`config.mk`:
```
export PLATFORM = sky130hd
export DESIGN_NAME = cd_link_top
export DESIGN_NICKNAME = d
export VERILOG_FILES = /design/src/common/cd_link_pkg.sv /design/src/cd_mailbox/cd_cmd_sender.sv /design/src/cd_mailbox/cd_stat_receiver.sv /design/src/cd_sector/cd_sector_unpacker.sv /design/src/design/cd_link_top.sv
export SDC_FILE = /design/constraint.sdc
export NUM_CORES = 1
export LEC_CHECK = 0
export ABC_AREA = 1
export BUFFER_PORTS_ARGS = -buffer_cell sky130_fd_sc_hd__buf_4
export CAP_MARGIN = 10
export CORE_AREA = 2 2 178 180
export DETAILED_ROUTE_END_ITERATION = 6
export DIE_AREA = 0 0 180 182
export PLACE_DENSITY = 0.62
export SLEW_MARGIN = 20
export SYNTH_ARGS = -nofsm -noshare
export SYNTH_HDL_FRONTEND = slang
export SYNTH_SLANG_ARGS = --single-unit
```
`constraint.sdc`:
```
create_clock -name clk_sys_42_95 -period 14.9 [get_ports clk_sys_42_95]
set_input_delay 3.725 -clock clk_sys_42_95 [delete_from_list [all_inputs] [get_ports clk_sys_42_95]]
set_output_delay 3.725 -clock clk_sys_42_95 [all_outputs]
set_load 0.05 [all_outputs]
```
`src/common/cd_link_pkg.sv`:
```
package cd_link_pkg;

  // Payload and field widths
  localparam int CMD_BITS     = 96;
  localparam int DOUT_BITS    = 80;
  localparam int LEN_BITS     = 12;

  // Default byte offset where subcode data starts in a sector download
  localparam int SECTOR_BYTES = 2352;

  // Kind codes carried toward the host
  localparam logic [15:0] KIND_DATAOUT  = 16'h0001;
  localparam logic [15:0] KIND_DATA_END = 16'h0002;
  localparam logic [15:0] KIND_RESET    = 16'h00FF;

  typedef logic [7:0] cd_byte_t;

  // Message toward the host, toggle on top
  typedef struct packed {
    logic                toggle;
    logic [15:0]         kind;
    logic [CMD_BITS-1:0] payload;
  } cd_host_msg_t;

  // Reply word from the host
  typedef struct packed {
    logic        toggle;
    logic [93:0] reserved;
    logic        region;
    logic        dout_flag;
    cd_byte_t    msg;
    cd_byte_t    stat;
  } cd_drive_msg_t;

  // Latched drive status
  typedef struct packed {
    cd_byte_t msg;
    cd_byte_t stat;
  } cd_status_t;

  // First word of a download
  typedef struct packed {
    logic                dm;
    logic                cdg;
    logic [1:0]          reserved;
    logic [LEN_BITS-1:0] len;
  } cd_hdr_t;

  // Every later word, two bytes
  typedef struct packed {
    cd_byte_t hi;
    cd_byte_t lo;
  } cd_data_word_t;

  // Same 16 bits, read as header or as data
  typedef union packed {
    cd_hdr_t       hdr;
    cd_data_word_t data;
  } cd_host_word_u;

endpackage

```
`src/cd_mailbox/cd_cmd_sender.sv`:
```
`timescale 1ns/1ps

module cd_cmd_sender (
  input  logic                              clk_sys_42_95,
  input  logic                              reset,
  input  logic                              cd_en,
  input  logic [cd_link_pkg::CMD_BITS-1:0]  comm,
  input  logic                              comm_send,
  input  logic [cd_link_pkg::DOUT_BITS-1:0] dout,
  input  logic                              dout_send,
  input  logic                              data_end,
  input  logic                              drive_reset_req,
  output cd_link_pkg::cd_host_msg_t         host_msg
);
  import cd_link_pkg::*;

  // The four request strobes, in priority order
  typedef struct packed {
    logic comm;
    logic dout;
    logic dend;
    logic rst;
  } cd_req_t;

  cd_req_t      req;
  cd_req_t      req_prev;
  cd_req_t      req_rise;
  logic         served;

  // Zero at power-up, kept through reset
  cd_host_msg_t msg_q = '0;

  assign req      = {comm_send, dout_send, data_end, drive_reset_req};
  assign req_rise = req & ~req_prev;
  assign served   = |req_rise;
  assign host_msg = msg_q;

  // Strobe history
  always_ff @(posedge clk_sys_42_95) begin
    if (reset) begin
      req_prev <= '0;
    end else begin
      req_prev <= req;
    end
  end

  // Build the message for the highest rise; lower ones at the same edge are dropped
  always_ff @(posedge clk_sys_42_95) begin
    if (!reset) begin
      if (req_rise.comm) begin
        msg_q.payload <= comm;
        msg_q.kind    <= {cd_en, 15'd0};
      end else if (req_rise.dout) begin
        // Upper payload bits keep the last command
        msg_q.payload[DOUT_BITS-1:0] <= dout;
        msg_q.kind                   <= KIND_DATAOUT;
      end else if (req_rise.dend) begin
        msg_q.kind <= KIND_DATA_END;
      end else if (req_rise.rst) begin
        msg_q.kind <= KIND_RESET;
      end

      // Host notices a new message by the toggle change
      if (served) begin
        msg_q.toggle <= ~msg_q.toggle;
      end
    end
  end

endmodule

```
`src/cd_mailbox/cd_stat_receiver.sv`:
```
`timescale 1ns/1ps

module cd_stat_receiver (
  input  logic                       clk_sys_42_95,
  input  logic                       reset,
  input  cd_link_pkg::cd_drive_msg_t drive_msg,
  output cd_link_pkg::cd_status_t    status,
  output logic                       stat_get,
  output logic                       dout_req,
  output logic                       region
);
  import cd_link_pkg::*;

  logic       last_toggle;
  logic       new_reply;
  cd_status_t status_q;

  // Host posted a fresh reply
  assign new_reply = drive_msg.toggle != last_toggle;
  assign status    = status_q;

  // Status bytes, payload only
  always_ff @(posedge clk_sys_42_95) begin
    if (new_reply) begin
      status_q.msg  <= drive_msg.msg;
      status_q.stat <= drive_msg.stat;
    end
  end

  always_ff @(posedge clk_sys_42_95) begin
    if (reset) begin
      last_toggle <= 1'b0;
      stat_get    <= 1'b0;
      dout_req    <= 1'b0;
      region      <= 1'b0;
    end else begin
      // Single cycle pulses
      stat_get <= 1'b0;
      dout_req <= 1'b0;
      if (new_reply) begin
        last_toggle <= drive_msg.toggle;
        // dout_flag picks which request the console sees
        stat_get    <= ~drive_msg.dout_flag;
        dout_req    <= drive_msg.dout_flag;
        region      <= drive_msg.region;
      end
    end
  end

endmodule

```
`src/cd_sector/cd_sector_unpacker.sv`:
```
`timescale 1ns/1ps

module cd_sector_unpacker #(
  parameter int SUBCODE_OFFSET = cd_link_pkg::SECTOR_BYTES
) (
  input  logic                       clk_sys_42_95,
  input  logic                       reset,
  input  logic                       download,
  input  logic                       host_wr,
  input  cd_link_pkg::cd_host_word_u host_word,
  output cd_link_pkg::cd_byte_t      cd_data,
  output logic                       cd_wr,
  output logic                       cd_dm,
  output logic                       cd_sub
);
  import cd_link_pkg::*;

  logic                download_q;
  logic                download_rise;

  // Header state
  logic                head_seen;
  logic                cdg;
  logic [LEN_BITS-1:0] len;

  // Byte stream state
  logic [LEN_BITS-1:0] cnt;
  logic                write_active;
  logic                byte_sel;
  cd_data_word_t       hold;

  logic                hdr_accept;
  logic                word_accept;
  logic                byte_done;
  logic                last_byte;

  assign download_rise = download & ~download_q;

  // First strobe of a download is the header, the rest are data
  assign hdr_accept  = download && host_wr && !download_rise && !head_seen;
  assign word_accept = download && host_wr && !download_rise && head_seen && (cnt < len);

  // Second phase of a byte strobe
  assign byte_done = write_active & cd_wr;

  // Odd length ends after the low byte
  assign last_byte = byte_sel | (cnt >= len - 1'b1);

  // Low byte first
  assign cd_data = byte_sel ? hold.hi : hold.lo;

  // One word holding register
  always_ff @(posedge clk_sys_42_95) begin
    if (word_accept) begin
      hold <= host_word.data;
    end
  end

  always_ff @(posedge clk_sys_42_95) begin
    if (reset) begin
      download_q   <= 1'b0;
      head_seen    <= 1'b0;
      cdg          <= 1'b0;
      len          <= '0;
      cnt          <= '0;
      cd_dm        <= 1'b0;
      write_active <= 1'b0;
      byte_sel     <= 1'b0;
      cd_wr        <= 1'b0;
      cd_sub       <= 1'b0;
    end else begin
      download_q <= download;

      if (hdr_accept) begin
        len       <= host_word.hdr.len;
        cd_dm     <= host_word.hdr.dm;
        cdg       <= host_word.hdr.cdg;
        cnt       <= '0;
        head_seen <= 1'b1;
      end else if (word_accept) begin
        write_active <= 1'b1;
        byte_sel     <= 1'b0;
      end

      // Strobe high one cycle, then low one cycle, per byte
      if (write_active && !cd_wr) begin
        cd_wr <= 1'b1;
      end

      if (byte_done) begin
        cd_wr    <= 1'b0;
        byte_sel <= ~byte_sel;
        cnt      <= cnt + 1'b1;
        // Bytes past the payload carry subcode; flag sticks
        if (cdg && cnt >= SUBCODE_OFFSET) begin
          cd_sub <= 1'b1;
        end
        if (last_byte) begin
          write_active <= 1'b0;
        end
      end

      // New download starts from a clean header
      if (download_rise) begin
        head_seen <= 1'b0;
        cdg       <= 1'b0;
        len       <= '0;
        cnt       <= '0;
        cd_dm     <= 1'b0;
        cd_sub    <= 1'b0;
      end
    end
  end

endmodule

```
`src/design/cd_link_top.sv`:
```
`timescale 1ns/1ps

module cd_link_top #(
  parameter int SUBCODE_OFFSET = cd_link_pkg::SECTOR_BYTES
) (
  input  logic                                  clk_sys_42_95,
  input  logic                                  reset,

  // Console side requests
  input  logic                                  cd_en,
  input  logic [cd_link_pkg::CMD_BITS-1:0]      comm,
  input  logic                                  comm_send,
  input  logic [cd_link_pkg::DOUT_BITS-1:0]     dout,
  input  logic                                  dout_send,
  input  logic                                  data_end,
  input  logic                                  drive_reset_req,

  // Mailbox toward and from the host
  output cd_link_pkg::cd_host_msg_t             host_msg,
  input  cd_link_pkg::cd_drive_msg_t            drive_msg,

  // Drive status toward the console
  output cd_link_pkg::cd_status_t               status,
  output logic                                  stat_get,
  output logic                                  dout_req,
  output logic                                  region,

  // Sector download
  input  logic                                  download,
  input  logic                                  host_wr,
  input  cd_link_pkg::cd_host_word_u            host_word,
  output cd_link_pkg::cd_byte_t                 cd_data,
  output logic                                  cd_wr,
  output logic                                  cd_dm,
  output logic                                  cd_sub
);
  import cd_link_pkg::*;

  cd_cmd_sender u_cmd_sender (
    .clk_sys_42_95   (clk_sys_42_95),
    .reset           (reset),
    .cd_en           (cd_en),
    .comm            (comm),
    .comm_send       (comm_send),
    .dout            (dout),
    .dout_send       (dout_send),
    .data_end        (data_end),
    .drive_reset_req (drive_reset_req),
    .host_msg        (host_msg)
  );

  cd_stat_receiver u_stat_receiver (
    .clk_sys_42_95 (clk_sys_42_95),
    .reset         (reset),
    .drive_msg     (drive_msg),
    .status        (status),
    .stat_get      (stat_get),
    .dout_req      (dout_req),
    .region        (region)
  );

  // Subcode offset set here, per product
  cd_sector_unpacker #(
    .SUBCODE_OFFSET (SUBCODE_OFFSET)
  ) u_sector_unpacker (
    .clk_sys_42_95 (clk_sys_42_95),
    .reset         (reset),
    .download      (download),
    .host_wr       (host_wr),
    .host_word     (host_word),
    .cd_data       (cd_data),
    .cd_wr         (cd_wr),
    .cd_dm         (cd_dm),
    .cd_sub        (cd_sub)
  );

endmodule

```
After elaboration in Yosys (flattened, before gate mapping). Cells that the tools add are included.

Flip-flop bits (word level): 178. Input bits: 314. Output and inout bits: 143. Word-level logic and storage cells: 89.

Add/sub/neg operators: 2. $lt $le $gt $ge: 3. Eq/ne operators: 2. Mux-type cells: 16. Bitwise operators: 11. Reductions and logical operators: 26.

Operator list (count): 2-to-1 mux 80 bit (2); 2-to-1 mux 16 bit (4); 2-to-1 mux 12 bit (2); adder 12 x 1 -> 12 bit, second input constant (1); greater-or-equal comparator 12 bit (1); greater-or-equal comparator 12 bit, second input constant (1); less-than comparator 12 bit (1); AND reduction 2 bit (6); subtractor 12 x 1 -> 12 bit, second input constant (1); 2-to-1 mux 8 bit (1); OR reduction 2 bit (4); logical AND 1 bit (7); 2-to-1 mux 1 bit (7); NOT 1 bit (6); nonzero test 2 bit (3); bitwise AND 4 bit (1); NOT 4 bit (1); nonzero test 4 bit (1); OR reduction 4 bit (1); zero test 1 bit (3); OR reduction 3 bit (1); bitwise AND 1 bit (2); inequality test 2 bit, second input constant (1); inequality test 1 bit (1); OR 1 bit (1).

Logic depth before layout (Yosys ltp).
Depth in word-level cells: 10. Gate-level depth with buffers: 15. Gate-level depth less buffers: 15.

Modules after synthesis. From an unflattened synthesis, not the netlist that was laid out.

Cells, all modules: 786. Area total of the unflattened synthesis: 7691.1 um^2.

Modules (own cells, without submodules): cd_cmd_sender (times used 1, cells each 407, area each 4372.9 um^2, sequential area each 3113.0 um^2); cd_sector_unpacker (times used 1, cells each 343, area each 2685.1 um^2, sequential area each 1121.1 um^2); cd_stat_receiver (times used 1, cells each 36, area each 633.1 um^2, sequential area each 560.5 um^2).

Worst setup path after synthesis. No wires, ideal clock.

Kind: in2reg. Start: input dout_send. End: register u_cmd_sender.msg_q (netlist bit u_cmd_sender.host_msg[0]) (enable). Library setup time: 521 ps. Data arrival time: 7519 ps. Data required time: 14379 ps. Slack: 6860 ps. Stages: 5. Buffers on the path: 0. Cell sequence: inv_1 -> or2_2 -> nand2_1 -> inv_1 -> nor2_1.

Cells in the longest elaborated chain, start to end: 3.

Ends and longest elaborated chain: start, declared (RTL line cd_link_top.sv:14) `input logic dout_send,`; bitwise AND 4 bit (RTL line cd_cmd_sender.sv:34) `assign req_rise = req & ~req_prev;`; nonzero test 2 bit (no line); AND reduction 2 bit (no line); end, declared (RTL line cd_cmd_sender.sv:31) `cd_host_msg_t msg_q = '0;`.

Every way passes these cells. A chain may end at the register's enable or synchronous reset.

Worst setup path after layout.
Start: register u_sector_unpacker.byte_sel. End: output cd_data[2].

Cells in the longest elaborated chain, start to end: 1.

Ends and longest elaborated chain: start, declared (RTL line cd_sector_unpacker.sv:29) `logic byte_sel;`; start signal, assigned (RTL line cd_sector_unpacker.sv:92) `byte_sel <= ~byte_sel;`; 2-to-1 mux 8 bit (RTL line cd_sector_unpacker.sv:50) `assign cd_data = byte_sel ? hold.hi : hold.lo;`; end, declared (RTL line cd_link_top.sv:32) `output cd_link_pkg::cd_byte_t cd_data,`.

Every way passes these cells.

==> summary.md <==
| Metric | Value |
|---|---|
| Post-Place Cells | `1484` |
| Die width | `180 microns` |
| Yosys reg bits | `173` |
| Asr flop ratio synth | `0` |
| Total area of sequential cells | `4790 sq um` |
| Clk_skew | `10.8 ps` |
| I/O Buffers | `355` |
| EDFF count, synth | `133` |
| Hold wc startpoint | `u_sector_unpacker.cd_sub$_SDFFE_PP0P_` |
| Hpwl dp | `18000 microns` |
| Leakage | `5.19 nW` |
| Maximum VDD drop | `0.0612 mV` |
| Multi-input gate area | `2420 sq um` |
| Die Height | `182 microns` |
| Clock insertion delay at the later pin of the skew report | `430 ps` |
| Final Max Tran Viols | `0` |
| Largest net degree at the start of global routing | `83` |
| Critical path launch point | `u_sector_unpacker.byte_sel$_SDFFE_PP0P_` |
| Final Net Count | `1442` |
| Clock Sink Count | `173` |
| Final worst setup slack | `9270 ps` |
| Post-CTS Setup Bufs | `0` |
| Slew @ Worst Pin | `924 ps` |
| Crit Path Max Fanout | `10` |
| Place WS | `9080 ps` |
| Post-DRT Antenna Nets | `0` |
| H-tree Lvls | `4` |
| Starting density of the core | `0.244` |
| Final hold violation count | `0` |
| Layout Cell Area excl Fill | `11200 sq um` |
| Setup_tns | `0 ps` |
| Cts-stage hold buffer count | `0` |
| Setup crit end kind | `output pin` |
| Yosys cell types | `40` |
| # fillers | `3134` |
| Clock Path Buffers | `2` |
| CORE AREA | `31000 sq um` |
| Final setup viols | `0` |
| Arr. time, crit path | `1900 ps` |
| Avg WL per Cell | `15.4 microns` |
| TritonCTS clock tree | `done` |
| Post_cts resized | `0` |
| Via Count | `6245` |
| Gpl congestion | `0.808` |
| # IOs | `457` |
| Placed inst area | `10600 sq um` |
| Final Critical Period | `5630 ps` |
| Max-Slew Margin vs Limit | `0.384` |
| Post-synth top flop | `edfxtp_1` |
| Initial antenna violation count | `1` |
| Die Area | `32800 sq um` |
| PwrDens | `110 nW/um^2` |
| Via-per-instance ratio | `4.12` |
| Area delta synth->final | `47.7%` |
| CTS Buf Count | `17` |
| FF-to-FF Start | `u_cmd_sender.req_prev[2]$_SDFF_PP0_` |
| Crit path kind | `reg -> out` |
| Reg clk slew, reported paths | `80 ps` |
| Final core occ | `0.361` |
| Post-synthesis area per instance | `10.1 sq um` |
| Number of global-route vias before repair | `5933` |
| Post-Layout Cell Count | `1517` |
| Root buf cell | `clkbuf_16` |
| Number of max-cap violations | `0` |
| WP data required | `11180 ps` |
| Syn. warnings | `0` |
| Tcrit/Tclk final | `0.378` |
| RSZ-0062 raised after global routing | `no` |
| Remaining DRCs | `0` |
| Rows | `65` |
| Max Freq | `178 MHz` |
| Worst hold path type | `reg -> reg` |
| DRT iter0 DRCs | `317` |
| First-pass GRT wire length | `34300 microns` |
| Final wirelength | `23400 microns` |
| DRT Pass-1 Iters | `5` |
| Sequential-to-total area share from yosys stat | `0.633` |
| Status | `finished, final reports clean` |
| Startpoint types | `flop` |
| Cell Area, Synth | `7580 sq um` |
| Share of cells above drive strength 1 | `0.373` |
| GRT Util Overall | `0.138` |
| Syn Inst Count | `751` |
| GR Overflow Total | `0` |
worst max-delay path, cell delays in order, from the launching register on:
cell      delay (ps)
dfxtp_1          620
clkinv_1         420
nand2_1          140
nand2_1           90
buf_4            200
final timing paths:
path / endpoint / slack (ps) / depth (start not counted)
worst max-delay path: cd_data[2] / 9270 / 4
worst min-delay path: u_sector_unpacker.cd_sub$_SDFFE_PP0P_ / 470 / 2
worst max register to register: u_cmd_sender.host_msg[14]$_DFFE_PP_ / 12620 / 5
worst min register to register: u_sector_unpacker.cd_sub$_SDFFE_PP0P_ / 470 / 2
sequential cells by signal, indices dropped and copies added, names as in the netlist, 4 cells and up:
| name | cells |
|---|---|
| u_sector_unpacker.cnt | 12 |
| u_sector_unpacker.len | 12 |
| u_sector_unpacker.hold | 16 |
| u_cmd_sender.host_msg | 101 |
| u_stat_receiver.status | 16 |
| u_cmd_sender.req_prev | 4 |
layer usage:
layer,track usage,wire length [microns],up-vias
met3,0.0427,1760,14
met4,0.0397,261,0
li1,-,-,3152
met5,0,0,-
met2,0.244,12000,233
met1,0.161,9340,2846
final cells by class:
cell class | count | share of cell area
Clock buffer | 17 | 0.0380
Clock inverter | 15 | 0.0133
Multi-Input combinational cell | 495 | 0.216
Tap cell | 402 | 0.0449
Antenna cell | 1 | 0.000224
Sequential cell | 173 | 0.428
Timing Repair Buffer | 359 | 0.241
Inverter | 55 | 0.0184
where the power goes:
part | leakage [nW] | total, mW | internal (mW) | switching (mW)
combinational | 3.32 | 0.227 | 0.0797 | 0.148
clock | 0.282 | 0.441 | 0.224 | 0.217
sequential | 1.59 | 0.557 | 0.549 | 0.00825
synth_stat cells (all sizes together), types with 2 or more instances:
library cell  count  area [sq um]
ha               27           338
nor2             40           178
nand2           314          1180
xor2              9          78.8
nand3b            2          15.0
a21oi            29           149
a211oi            4          30.0
o21ai            22           121
inv              54           203
edfxtp          133          3990
nand3            18           115
buf              25           155
nor3              9          76.3
nand4             2          12.5
clkbuf            9          33.8
xnor2             2          17.5
dfxtp            40           801
logic make-up after synthesis:
logic type,after synthesis,share of synthesized area
AOI/OAI and AO/OA,62,0.0464
DFF,173,0.633
xor gates and xnor gates,11,0.0127
and+or+nand+nor,388,0.211
adders and majority gates,27,0.0446
buffers and inverters,89,0.0522
other,1,0.000495
cell usage in the layout, fill, tap and decap left out, types with 2 or more instances in the layout:
cell type  instances
nor3_1             4
nand3b_1           2
conb_1             7
dfxtp_1           40
nor2_2             2
inv_2              4
nand3_1           13
xnor2_1            2
clkinv_4           4
nand2_1          313
nand4_1            2
ha_1              27
xor2_1             9
inv_8              6
nor2_1            34
nor2_4             4
nor3_2             4
a21oi_1           28
nand3_2            5
edfxtp_1         133
clkbuf_16         17
o21ai_1            9
a211oi_1           4
buf_4            359
inv_6              2
inv_1             50
o21ai_0           12
metrics by stage:
step / hold slack (ps) / power, mW
finish: 475 / 1.23
floorplan: 459 / 0.701
detailed placement: 466 / 0.798
global placement: 455 / 0.796
global route: 525 / 1.28
CTS: 484 / 1.24
No activity file was read; power rests on OpenSTA's default activity.
